`src/common/thiele_pkg.sv`:
```
package thiele_pkg;

    // ========================================================================
    // Field widths
    // ========================================================================

    localparam int WORD_W    = 32;
    localparam int OPCODE_W  = 8;
    localparam int OPERAND_W = 8;

    // Instruction layout: opcode, operand A, operand B, spare byte
    localparam int OPC_LSB   = 24;
    localparam int OPA_LSB   = 16;
    localparam int OPB_LSB   = 8;

    // Parity bit of the XOR_LOAD row data in operand B
    localparam int PARITY_BIT = 7;

    typedef logic [WORD_W-1:0] word_t;

    // ========================================================================
    // Opcodes and internal commands
    // ========================================================================

    typedef enum logic [OPCODE_W-1:0] {
        OP_LASSERT  = 8'h03,
        OP_LJOIN    = 8'h04,
        OP_XOR_LOAD = 8'h0A,
        OP_XOR_ADD  = 8'h0B,
        OP_XOR_SWAP = 8'h0C,
        OP_XOR_RANK = 8'h0D,
        OP_EMIT     = 8'h0E
    } opcode_e;

    // Matrix engine command, XC_NONE also for rejected instructions
    typedef enum logic [2:0] {
        XC_NONE,
        XC_LOAD,
        XC_ADD,
        XC_SWAP,
        XC_RANK
    } xor_cmd_e;

    typedef enum logic [1:0] {
        ST_FETCH,
        ST_DECODE,
        ST_EXECUTE,
        ST_LOGIC
    } seq_state_e;

    // ========================================================================
    // Status and error codes
    // ========================================================================

    localparam word_t STATUS_JOIN  = 32'h0000_0004;
    localparam word_t STATUS_LOAD  = 32'h0000_0007;
    localparam word_t STATUS_ADD   = 32'h0000_0008;
    localparam word_t STATUS_SWAP  = 32'h0000_0009;

    localparam word_t ERR_NONE     = 32'h0000_0000;
    localparam word_t ERR_OPCODE   = 32'h0000_0001;
    localparam word_t ERR_ADD_ROW  = 32'h0000_000A;
    localparam word_t ERR_SWAP_ROW = 32'h0000_000B;
    localparam word_t ERR_LOAD_ROW = 32'h0000_000C;

    // Byte-addressed instruction stream
    localparam word_t PC_STEP = 32'd4;

endpackage

```
`src/design/instr_decode.sv`:
```
`timescale 1ns/1ns

module instr_decode import thiele_pkg::*; #(
    parameter int XOR_ROWS = 4,
    parameter int XOR_COLS = 6
) (
    input  logic                 clk,
    input  logic                 rst_n,
    input  logic                 load_instr,
    input  word_t                instr_data,
    output opcode_e              op,
    output xor_cmd_e             xor_cmd,
    output word_t                err_code,
    output logic [OPERAND_W-1:0] operand_a,
    output logic [OPERAND_W-1:0] operand_b
);

    // Row data plus parity must fit in operand B, rows must fit in operand A
    if (XOR_COLS > PARITY_BIT || XOR_ROWS > (1 << OPERAND_W)) begin : g_size_check
        $error("instr_decode: matrix size does not fit the operand fields");
    end

    // Raw fields of the incoming word
    opcode_e              opc_in;
    logic [OPERAND_W-1:0] a_in;
    logic [OPERAND_W-1:0] b_in;
    xor_cmd_e             cmd_in;
    word_t                err_in;

    assign opc_in = opcode_e'(instr_data[OPC_LSB +: OPCODE_W]);
    assign a_in   = instr_data[OPA_LSB +: OPERAND_W];
    assign b_in   = instr_data[OPB_LSB +: OPERAND_W];

    // Classification, row range checks live only here
    always_comb begin
        cmd_in = XC_NONE;
        err_in = ERR_NONE;
        case (opc_in)
            OP_XOR_LOAD: begin
                if (a_in < XOR_ROWS) cmd_in = XC_LOAD;
                else                 err_in = ERR_LOAD_ROW;
            end
            OP_XOR_ADD: begin
                if (a_in < XOR_ROWS && b_in < XOR_ROWS) cmd_in = XC_ADD;
                else                                    err_in = ERR_ADD_ROW;
            end
            OP_XOR_SWAP: begin
                if (a_in < XOR_ROWS && b_in < XOR_ROWS) cmd_in = XC_SWAP;
                else                                    err_in = ERR_SWAP_ROW;
            end
            OP_XOR_RANK: cmd_in = XC_RANK;
            // No matrix work for the logic and emit group
            OP_LASSERT, OP_LJOIN, OP_EMIT: ;
            default:     err_in = ERR_OPCODE;
        endcase
    end

    // Held from the end of DECODE until the next load
    always_ff @(posedge clk or negedge rst_n) begin
        if (!rst_n) begin
            op        <= OP_LJOIN;
            xor_cmd   <= XC_NONE;
            err_code  <= ERR_NONE;
            operand_a <= '0;
            operand_b <= '0;
        end else if (load_instr) begin
            op        <= opc_in;
            xor_cmd   <= cmd_in;
            err_code  <= err_in;
            operand_a <= a_in;
            operand_b <= b_in;
        end
    end

    // Rejected instruction never reaches the matrix
    a_err_no_cmd: assert property (@(posedge clk) disable iff (!rst_n)
        (err_code != ERR_NONE) |-> (xor_cmd == XC_NONE));

endmodule

```
`src/xor_matrix/xor_matrix_unit.sv`:
```
`timescale 1ns/1ns

module xor_matrix_unit import thiele_pkg::*; #(
    parameter int XOR_ROWS = 4,
    parameter int XOR_COLS = 6
) (
    input  logic                 clk,
    input  logic                 rst_n,
    input  logic                 exec_en,
    input  xor_cmd_e             xor_cmd,
    input  logic [OPERAND_W-1:0] operand_a,
    input  logic [OPERAND_W-1:0] operand_b,
    output word_t                rank
);

    localparam int ROW_W = (XOR_ROWS > 1) ? $clog2(XOR_ROWS) : 1;

    // Power-on pattern for the 4 x 6 core, bit index is the column
    localparam int INIT_ROWS = 4;
    localparam int INIT_COLS = 6;
    localparam logic [INIT_ROWS-1:0][INIT_COLS-1:0] INIT_BITS = {
        6'b000011,
        6'b100100,
        6'b010010,
        6'b101001
    };
    localparam logic [INIT_ROWS-1:0] INIT_PAR = 4'b0110;

    // ========================================================================
    // Matrix storage
    // ========================================================================

    logic [XOR_COLS-1:0] row_q [XOR_ROWS];
    logic                par_q [XOR_ROWS];

    // Row indices, range already checked in decode
    logic [ROW_W-1:0] ra;
    logic [ROW_W-1:0] rb;

    assign ra = operand_a[ROW_W-1:0];
    assign rb = operand_b[ROW_W-1:0];

    always_ff @(posedge clk or negedge rst_n) begin
        if (!rst_n) begin
            for (int r = 0; r < XOR_ROWS; r++) begin
                for (int c = 0; c < XOR_COLS; c++) begin
                    // Rows or columns beyond the pattern start cleared
                    row_q[r][c] <= (r < INIT_ROWS && c < INIT_COLS) ? INIT_BITS[r][c] : 1'b0;
                end
                par_q[r] <= (r < INIT_ROWS) ? INIT_PAR[r] : 1'b0;
            end
        end else if (exec_en) begin
            case (xor_cmd)
                XC_LOAD: begin
                    row_q[ra] <= operand_b[XOR_COLS-1:0];
                    par_q[ra] <= operand_b[PARITY_BIT];
                end
                // Target row A gets source row B added over GF(2)
                XC_ADD: begin
                    row_q[ra] <= row_q[ra] ^ row_q[rb];
                    par_q[ra] <= par_q[ra] ^ par_q[rb];
                end
                // Nonblocking pair, parity travels with the row
                XC_SWAP: begin
                    row_q[ra] <= row_q[rb];
                    row_q[rb] <= row_q[ra];
                    par_q[ra] <= par_q[rb];
                    par_q[rb] <= par_q[ra];
                end
                default: ;
            endcase
        end
    end

    // ========================================================================
    // Rank
    // ========================================================================

    // Simplified rank, rows with a pivot in column 0
    always_comb begin
        rank = '0;
        for (int r = 0; r < XOR_ROWS; r++) begin
            if (row_q[r][0]) rank = rank + 1'b1;
        end
    end

    a_rank_bound: assert property (@(posedge clk) disable iff (!rst_n)
        rank <= XOR_ROWS);

endmodule

```
`src/design/result_regs.sv`:
```
`timescale 1ns/1ns

module result_regs import thiele_pkg::*; (
    input  logic                 clk,
    input  logic                 rst_n,
    input  logic                 exec_en,
    input  opcode_e              op,
    input  word_t                err_code,
    input  logic [OPERAND_W-1:0] operand_a,
    input  logic [OPERAND_W-1:0] operand_b,
    input  word_t                rank,
    input  word_t                logic_dat,
    output word_t                cert_addr,
    output word_t                status,
    output word_t                error_code,
    output word_t                xor_ops,
    output word_t                info_gain
);

    // Operand pair in the upper half word
    word_t packed_ops;

    assign packed_ops = {operand_a, operand_b, 16'h0000};

    // ========================================================================
    // Architectural registers
    // ========================================================================

    always_ff @(posedge clk or negedge rst_n) begin
        if (!rst_n) begin
            cert_addr  <= '0;
            status     <= '0;
            error_code <= '0;
            xor_ops    <= '0;
            info_gain  <= '0;
        end else if (exec_en) begin
            if (err_code != ERR_NONE) begin
                // Only the error register moves on a fault
                error_code <= err_code;
            end else begin
                case (op)
                    OP_XOR_LOAD: status <= STATUS_LOAD;
                    OP_XOR_ADD: begin
                        status  <= STATUS_ADD;
                        xor_ops <= xor_ops + 1'b1;
                    end
                    OP_XOR_SWAP: begin
                        status  <= STATUS_SWAP;
                        xor_ops <= xor_ops + 1'b1;
                    end
                    OP_XOR_RANK: status <= rank;
                    OP_LJOIN: begin
                        status    <= STATUS_JOIN;
                        cert_addr <= packed_ops;
                    end
                    OP_EMIT: begin
                        status <= packed_ops;
                        // A of zero seeds the counter with B
                        if (operand_a == '0) info_gain <= word_t'(operand_b);
                        else                 info_gain <= info_gain + 1'b1;
                    end
                    // Certificate comes back from the logic engine
                    OP_LASSERT: cert_addr <= logic_dat;
                    default: ;
                endcase
            end
        end
    end

endmodule

```
`src/design/cpu_sequencer.sv`:
```
`timescale 1ns/1ns

module cpu_sequencer import thiele_pkg::*; (
    input  logic                 clk,
    input  logic                 rst_n,
    input  opcode_e              op,
    input  logic                 logic_ack,
    input  logic [OPERAND_W-1:0] operand_a,
    input  logic [OPERAND_W-1:0] operand_b,
    output word_t                pc,
    output logic                 load_instr,
    output logic                 exec_en,
    output logic                 logic_cyc,
    output logic                 logic_stb,
    output word_t                logic_adr
);

    seq_state_e state;

    // ========================================================================
    // Sequencer FSM
    // ========================================================================

    always_ff @(posedge clk or negedge rst_n) begin
        if (!rst_n) begin
            state     <= ST_FETCH;
            pc        <= '0;
            logic_cyc <= 1'b0;
            logic_stb <= 1'b0;
        end else begin
            case (state)
                // Instruction word settles on the combinational fetch
                ST_FETCH:  state <= ST_DECODE;
                ST_DECODE: state <= ST_EXECUTE;
                ST_EXECUTE: begin
                    if (op == OP_LASSERT) begin
                        // Open the bus cycle, cyc and stb together
                        state     <= ST_LOGIC;
                        logic_cyc <= 1'b1;
                        logic_stb <= 1'b1;
                    end else begin
                        state <= ST_FETCH;
                        pc    <= pc + PC_STEP;
                    end
                end
                ST_LOGIC: begin
                    // Wait without limit for the engine
                    if (logic_ack) begin
                        state     <= ST_FETCH;
                        pc        <= pc + PC_STEP;
                        logic_cyc <= 1'b0;
                        logic_stb <= 1'b0;
                    end
                end
                default: state <= ST_FETCH;
            endcase
        end
    end

    // Capture strobe for the decode register
    assign load_instr = (state == ST_DECODE);

    // One pulse per instruction
    // LASSERT retires on the accepted ack, the rest in EXECUTE
    assign exec_en = ((state == ST_EXECUTE) && (op != OP_LASSERT)) ||
                     ((state == ST_LOGIC) && logic_ack);

    // Query address from the held operands
    assign logic_adr = {16'h0000, operand_a, operand_b};

    // ========================================================================
    // Bus protocol checks
    // ========================================================================

    a_stb_in_cyc: assert property (@(posedge clk) disable iff (!rst_n)
        logic_stb |-> logic_cyc);

    // Cycle only closes after an accepted ack
    a_cyc_until_ack: assert property (@(posedge clk) disable iff (!rst_n)
        $fell(logic_cyc) |-> $past(logic_ack));

endmodule

```
`src/design/thiele_core.sv`:
```
`timescale 1ns/1ns

module thiele_core import thiele_pkg::*; #(
    parameter int XOR_ROWS = 4,
    parameter int XOR_COLS = 6
) (
    input  logic  clk,
    input  logic  rst_n,
    // Instruction fetch
    input  word_t instr_data,
    output word_t pc,
    // Logic engine, read-only Wishbone classic
    output logic  logic_cyc,
    output logic  logic_stb,
    output word_t logic_adr,
    input  logic  logic_ack,
    input  word_t logic_dat,
    // Result registers
    output word_t cert_addr,
    output word_t status,
    output word_t error_code,
    output word_t xor_ops,
    output word_t info_gain
);

    // Decode to execute wiring
    opcode_e              op;
    xor_cmd_e             xor_cmd;
    word_t                err_code;
    logic [OPERAND_W-1:0] operand_a;
    logic [OPERAND_W-1:0] operand_b;
    word_t                rank;
    logic                 load_instr;
    logic                 exec_en;

    instr_decode #(.XOR_ROWS(XOR_ROWS), .XOR_COLS(XOR_COLS)) u_decode (
        .clk, .rst_n, .load_instr, .instr_data,
        .op, .xor_cmd, .err_code, .operand_a, .operand_b
    );

    xor_matrix_unit #(.XOR_ROWS(XOR_ROWS), .XOR_COLS(XOR_COLS)) u_matrix (
        .clk, .rst_n, .exec_en, .xor_cmd, .operand_a, .operand_b, .rank
    );

    result_regs u_regs (
        .clk, .rst_n, .exec_en, .op, .err_code, .operand_a, .operand_b,
        .rank, .logic_dat, .cert_addr, .status, .error_code, .xor_ops, .info_gain
    );

    cpu_sequencer u_seq (
        .clk, .rst_n, .op, .logic_ack, .operand_a, .operand_b, .pc,
        .load_instr, .exec_en, .logic_cyc, .logic_stb, .logic_adr
    );

endmodule

```
`config.mk`:
```
export PLATFORM = sky130hd
export DESIGN_NAME = thiele_core
export DESIGN_NICKNAME = d
export VERILOG_FILES = /design/src/common/thiele_pkg.sv /design/src/design/instr_decode.sv /design/src/xor_matrix/xor_matrix_unit.sv /design/src/design/result_regs.sv /design/src/design/cpu_sequencer.sv /design/src/design/thiele_core.sv
export SDC_FILE = /design/constraint.sdc
export NUM_CORES = 1
export LEC_CHECK = 0
export ABC_CLOCK_PERIOD_IN_PS = 2800
export CAP_MARGIN = 0
export CORE_UTILIZATION = 30
export DETAILED_ROUTE_END_ITERATION = 7
export DONT_BUFFER_PORTS = 1
export SYNTH_ARGS = -nofsm -noshare
export SYNTH_HDL_FRONTEND = slang
export SYNTH_HIERARCHICAL = 1
export SYNTH_SLANG_ARGS = --single-unit
```
`constraint.sdc`:
```
create_clock -name clk -period 2.8 [get_ports clk]
set_input_delay 0.56 -clock clk [delete_from_list [all_inputs] [get_ports clk]]
set_output_delay 0.56 -clock clk [all_outputs]
set_load 0.02 [all_outputs]
```
### Word level (Yosys, flattened, before mapping)

Cells that the tools add are included.

* add/sub/neg operators: 6
* $lt $le $gt $ge: 6
* eq/ne operators: 24
* mux-type cells: 39
* bitwise operators: 4
* reduce and logical (&&, ||, !) cells: 23

Operators by type and width (count)
* $mux 32: 6
* $pmux 32 s6: 1
* $add 32x1->32 const B: 4
* $pmux 32 s2: 2
* $pmux 32 s4: 1
* $bwmux 24: 4
* $eq 8x4->1 const B: 10
* $pmux 24 s3: 1
* $mux 6: 6
* $add 32x3->32 const B: 1
* $reduce_bool 32->1: 1
* $bmux 6 s2: 2
* $demux 6 s2: 2
* $reduce_and 3->1: 6
* $eq 8x2->1 const B: 2
* $eq 8x3->1 const B: 2
* $lt 8x3->1 const B: 2
* $mux 4: 3
* $pmux 3 s4: 1
* $logic_not 8->1: 1
* $mux 2: 4
* $ne 8x2->1 const B: 1
* $pmux 2 s4: 1
* $eq 3x2->1 const B: 2
* other kinds (21): 36

* register bits after elaboration: 278
* input bits: 67
* output and inout port bits: 226
* logic and storage cells: 119

### Longest topological paths before layout

* word-level depth: 8
* gate-level depth with buffers: 11
* depth with buffers taken out: 11

### Cells and area by module

Netlist, hierarchy kept.

Modules (own cells, without submodules)
* result_regs: times used 1, cells an instance 685, area an instance 7500.9 µm², seq. area each 4003.8 µm²
* cpu_sequencer: times used 1, cells an instance 192, area an instance 1910.6 µm², seq. area each 825.8 µm²
* instr_decode: times used 1, cells an instance 123, area an instance 1524.0 µm², seq. area each 777.0 µm²
* xor_matrix_unit: times used 1, cells an instance 128, area an instance 962.2 µm², seq. area each 102.6 µm²

### Least setup slack after synthesis

No wires, ideal clock.

* path kind: reg2reg
* start point: register u_decode.op[5]
* end point: register u_regs.status[0]
* library setup time: 0.125 ns
* arrival time: 2.844 ns
* data required time: 2.675 ns
* slack: -0.169 ns
* stages on the path, launching flop included: 10
* path buffers: 3
* period minus slack after synthesis: 2.969 ns
* path through: dfrtp_1 or4_4 o311ai_4 inv_4 buf_2 nand3_1 or3_1 clkbuf_1 clkbuf_1 mux2_2

* word-level cells in the longest chain between the ends: 4
* elaborated cells between the ends (all ways): 12
* classes of those cells: eq/ne (7); mux (1); reduce/logical (4)

Ends and longest elaborated chain
* start, declared: RTL line instr_decode.sv:11 `output opcode_e op,`
* start signal, assigned: RTL line instr_decode.sv:67 `op <= opc_in;`
* $ne 8x2->1: RTL line cpu_sequencer.sv:65 `assign exec_en = ((state == ST_EXECUTE) && (op != OP_LASSERT)) ||`
* $logic_and 1x1->1: RTL line cpu_sequencer.sv:65
* $logic_or 1x1->1: RTL line cpu_sequencer.sv:65
* net exec_en: RTL line thiele_core.sv:34 `logic exec_en;`
* $reduce_and 3->1 (no source line)
* end signal, assigned: RTL line result_regs.sv:51 `OP_XOR_RANK: status <= rank;`
* end signal, assigned: RTL line result_regs.sv:57 `status <= packed_ops;`
* end, declared: RTL line result_regs.sv:14 `output word_t status,`

The timed path passes the listed nets, and every way through them passes these cells.
A chain may end at the register's enable or synchronous reset.

### Worst setup path in the final report

* start point: register u_decode.op[7]
* end point: register u_regs.info_gain[26]

* word-level cells in the longest chain between the ends: 4
* elaborated cells between the ends (all ways): 5
* classes of those cells: eq/ne (2); reduce/logical (3)

Ends and longest elaborated chain
* $ne 8x2->1: RTL line cpu_sequencer.sv:65
* $logic_and 1x1->1: RTL line cpu_sequencer.sv:65
* $logic_or 1x1->1: RTL line cpu_sequencer.sv:65
* $reduce_and 3->1 (no source line) *
* end signal, assigned: RTL line result_regs.sv:59 `if (operand_a == '0) info_gain <= word_t'(operand_b);`
* end signal, assigned: RTL line result_regs.sv:60 `else info_gain <= info_gain + 1'b1;`
* end, declared: RTL line result_regs.sv:17 `output word_t info_gain`

Every way passes the cells marked *; elsewhere a longest branch is shown, timed or not.

==> reports/results.ini <==
[detailed_routing]
ant_nets=0
drt-wirelength-per-cell_um=18.8
routed_wl_mm=31.1
drc=0
num_vias=8340
vias_per_cell=5.04
firstDrtPassIters=5
drt_iter0_markers=484

[power_and_ir_drop]
sw_frac_of_total_pct=35.7
seq_power_share_pct=47.2
vdd.ir_drop.worst_mv=0.618
switchingPower_w=0.00376
comb_power_share_pct=22.0
pwr-share-clk_pct=30.8
p_int_w=0.00677
powerDensity_nw_per_um2=807
leakage_nw=5.77
power.total_w=0.0105

[synthesis]
synthFlopType=dfrtp_1
synth_area_per_cell_um2=10.5
synth_area_leader_cell=dfrtp_1
ys_ff_latch=228
synth_cells=1128
synth_top_family_by_area=simple AND/OR/NAND/NOR gates
ys_async_sr_fraction_pct=100
ys_types=73
synthAdderAreaFrac_pct=0.631
synthTopCellsByArea=dfrtp_1 47%, mux2_2 7.5%, buf_4 6.0%
synth_simple_gate_area_share_pct=15.8
yosysWarnings=6
synth_top_area_share_pct=47.3
yosysSeqAreaShare_pct=48.0
syn_area_um2=11900
synth-edff-count=0
synthXorXnorAreaFrac_pct=4.64
synth-compound-area-share_pct=10.8
synth.area.mux_share_pct=10.7

[critical_path]
path_max_fanout=8
r2r.worst_path.cells=6
critPathTopFamily=simple AND/OR/NAND/NOR gates
endpoint_kind=flip-flop
crit_path_frequent_cell=buf_4
cp_data_required_time_ps=3260
critPathSlowestCell=or4_1
critPathMaxStageDelay_ps=760
worstSetupPathType=flip-flop to flip-flop
path_buf_inv=2
critPathLaunchType=flip-flop
path_cells=or4_1, a2111oi_0, buf_4, nand4_1, buf_4, o31ai_1
cp.arrival_ps=3160
crit_cells=6

[global_routing]
grt_pass1_vias=8304
grt_antenna_before_repair=2
track_usage_pct=15.1
grt_overflow_total=0
grt_start_max_net_pins=229
grt_pass1_wl_mm=48.5

[cells_and_area]
drive_gt1_share_pct=16.3
fin_util_pct=33.5
fin_nets=1194
syn2layout_area_growth_pct=9.65
num_antenna_cells=0

[timing]
tns_ps=0
hold_violations=228
holdWs_ps=-286
min_period_over_period_pct=96.7
finalClockSkew_ps=19.9
finalCriticalPeriod_ps=2710
worstMarginPinSlew_ps=742
rsz0062_at_grt=false
relSlewSlack_pct=50.3
slew_viol_final=0
setup-violations-final=0
fmax_mhz=369

[clock_network]
cts.clk_slew.worst_paths_ps=60
cts_buffer_depth=3
cts_sinks=228
clkLatencyLatePin_ps=550
cts_setup_buffers=0
ctsRootBufferMaster=clkbuf_16
htree_levels=1
cts_tree=yes
numCtsBuffers=27

[place]
dp_hpwl_mm=21.8
io_buffers=0
gp_congestion=0.820

[status]
violations=negative hold slack
status=finished with violations

[floorplanning]
ioPinCount=293
die_h_um=201
core_region_area_um2=38900
initial_core_util_pct=30.6
row_count=72
die_w_um=201
dieArea_um2=40500

[job]
max_cap_violations=0

[min_path]
hold_class=primary input to async pin

-- final timing paths --
| kind | endpoint | slack (ps) | start |
|---|---|---|---|
| min reg2reg | u_decode/err_code[3]$_DFFE_PN0P_ | 540 | u_decode/err_code[3]$_DFFE_PN0P_ |
| max in group asynchronous | u_regs/info_gain[16]$_DFFE_PN0P_ | 2810 | rst_n |
| min | u_regs/error_code[5]$_DFFE_PN0P_ | -290 | rst_n |
| min in group clk | u_seq/state[0]$_DFFE_PN0P_ | 120 | logic_ack |
| max | u_regs/info_gain[26]$_DFFE_PN0P_ | 90 | u_decode/op[7]$_DFFE_PN0P_ |
| max reg2reg | u_regs/info_gain[26]$_DFFE_PN0P_ | 90 | u_decode/op[7]$_DFFE_PN0P_ |
-- layout make-up --
cell class	instances	area [um^2]
Fill cell	3901	25900
Clock inverter	6	40.0
Timing Repair Buffer	38	360
Inverter	37	141
Tap cell	518	648
Sequential cell	228	5710
Multi-Input combinational cell	789	5380
Clock buffer	38	767
-- cells in the final DEF (no fill, tap or decap), drive strengths merged, types with 5 or more instances in the layout --
cell type / instances
a22o: 32
ha: 6
xor2: 31
nor3: 21
inv: 38
nand2: 92
a21oi: 24
mux2: 79
o21ai: 71
xnor2: 32
o31ai: 15
nor4: 37
a211oi: 5
nand2b: 13
and2: 5
mux2i: 34
buf: 38
nand4: 29
conb: 75
dfrtp: 225
nor2: 25
nand3: 51
and4: 13
clkbuf: 38
nor2b: 8
and3: 24
a31oi: 13
a41oi: 5
-- layer usage --
| metal | up-vias | wire length [um] | GRT usage (%) |
|---|---|---|---|
| li1 | 3886 | - | - |
| met1 | 4103 | 13300 | 19.1 |
| met2 | 311 | 13900 | 23.4 |
| met3 | 38 | 3330 | 6.48 |
| met4 | 2 | 590 | 4.09 |
| met5 | - | 13 | 0 |
-- per-stage QoR --
step	instances	setup WS, ps	area (um^2)
after floorplan	1200	25.0	12200
after global placement	1610	95.2	12200
after detailed placement	1610	60.2	12200
after CTS	1654	56.3	13000
after global routing	1654	11.3	13000
final	1654	93.6	13000
-- sequential cells by signal, summed over array words and instances, names as in the netlist, named ones only --
register and flops:
u_decode/err_code 4, u_decode/op 8, u_decode/operand_a 8, u_decode/operand_b 8, u_decode/xor_cmd 3, u_regs/cert_addr 32
u_regs/error_code 32, u_regs/info_gain 32, u_regs/status 32, u_regs/xor_ops 32, u_seq/logic_stb 1, u_seq/pc 30
u_seq/state 2
-- power groups by stage --
| stage | Combinational, W | Clock (W) | Sequential (W) |
|---|---|---|---|
| final | 0.00232 | 0.00324 | 0.00497 |
| after global routing | 0.00254 | 0.00349 | 0.00508 |
| after CTS | 0.00234 | 0.00338 | 0.00499 |
| after detailed placement | 0.00233 | 0 | 0.00504 |
| after global placement | 0.00228 | 0 | 0.00502 |
| after floorplan | 0.00225 | 0 | 0.00458 |
-- synth_stat cells, types with 6 or more instances --
cell and number:
o21ai_0 69, clkbuf_1 27, o31ai_1 15, nand3_1 51, xor2_1 31, a31oi_1 13
buf_2 14, nor3_1 19, a21oi_1 24, dfrtp_1 225, mux2i_1 34, and3_1 23
nor2_1 25, a22o_1 32, ha_1 6, nor4_1 32, nand2b_1 13, and4_1 13
nor2b_1 8, mux2_2 79, nand4_1 27, buf_4 95, nand2_1 92, inv_1 36
xnor2_1 32
-- kinds of logic after synthesis --
group                      Yosys count
xor gates and xnor gates            63
muxes                              115
buffers and inverters              183
DFF                                228
other                                3
and+or+nand+nor                    336
AOI/OAI and AO/OA                  194
adders and majority gates            6
-- repair_timing --
item	in CTS	in global routing
gates resized for setup	0	1
endpoints found under the setup margin	0	16
hold endpoints to repair	228	228
Note: power is estimated with default switching activity, not from simulation.
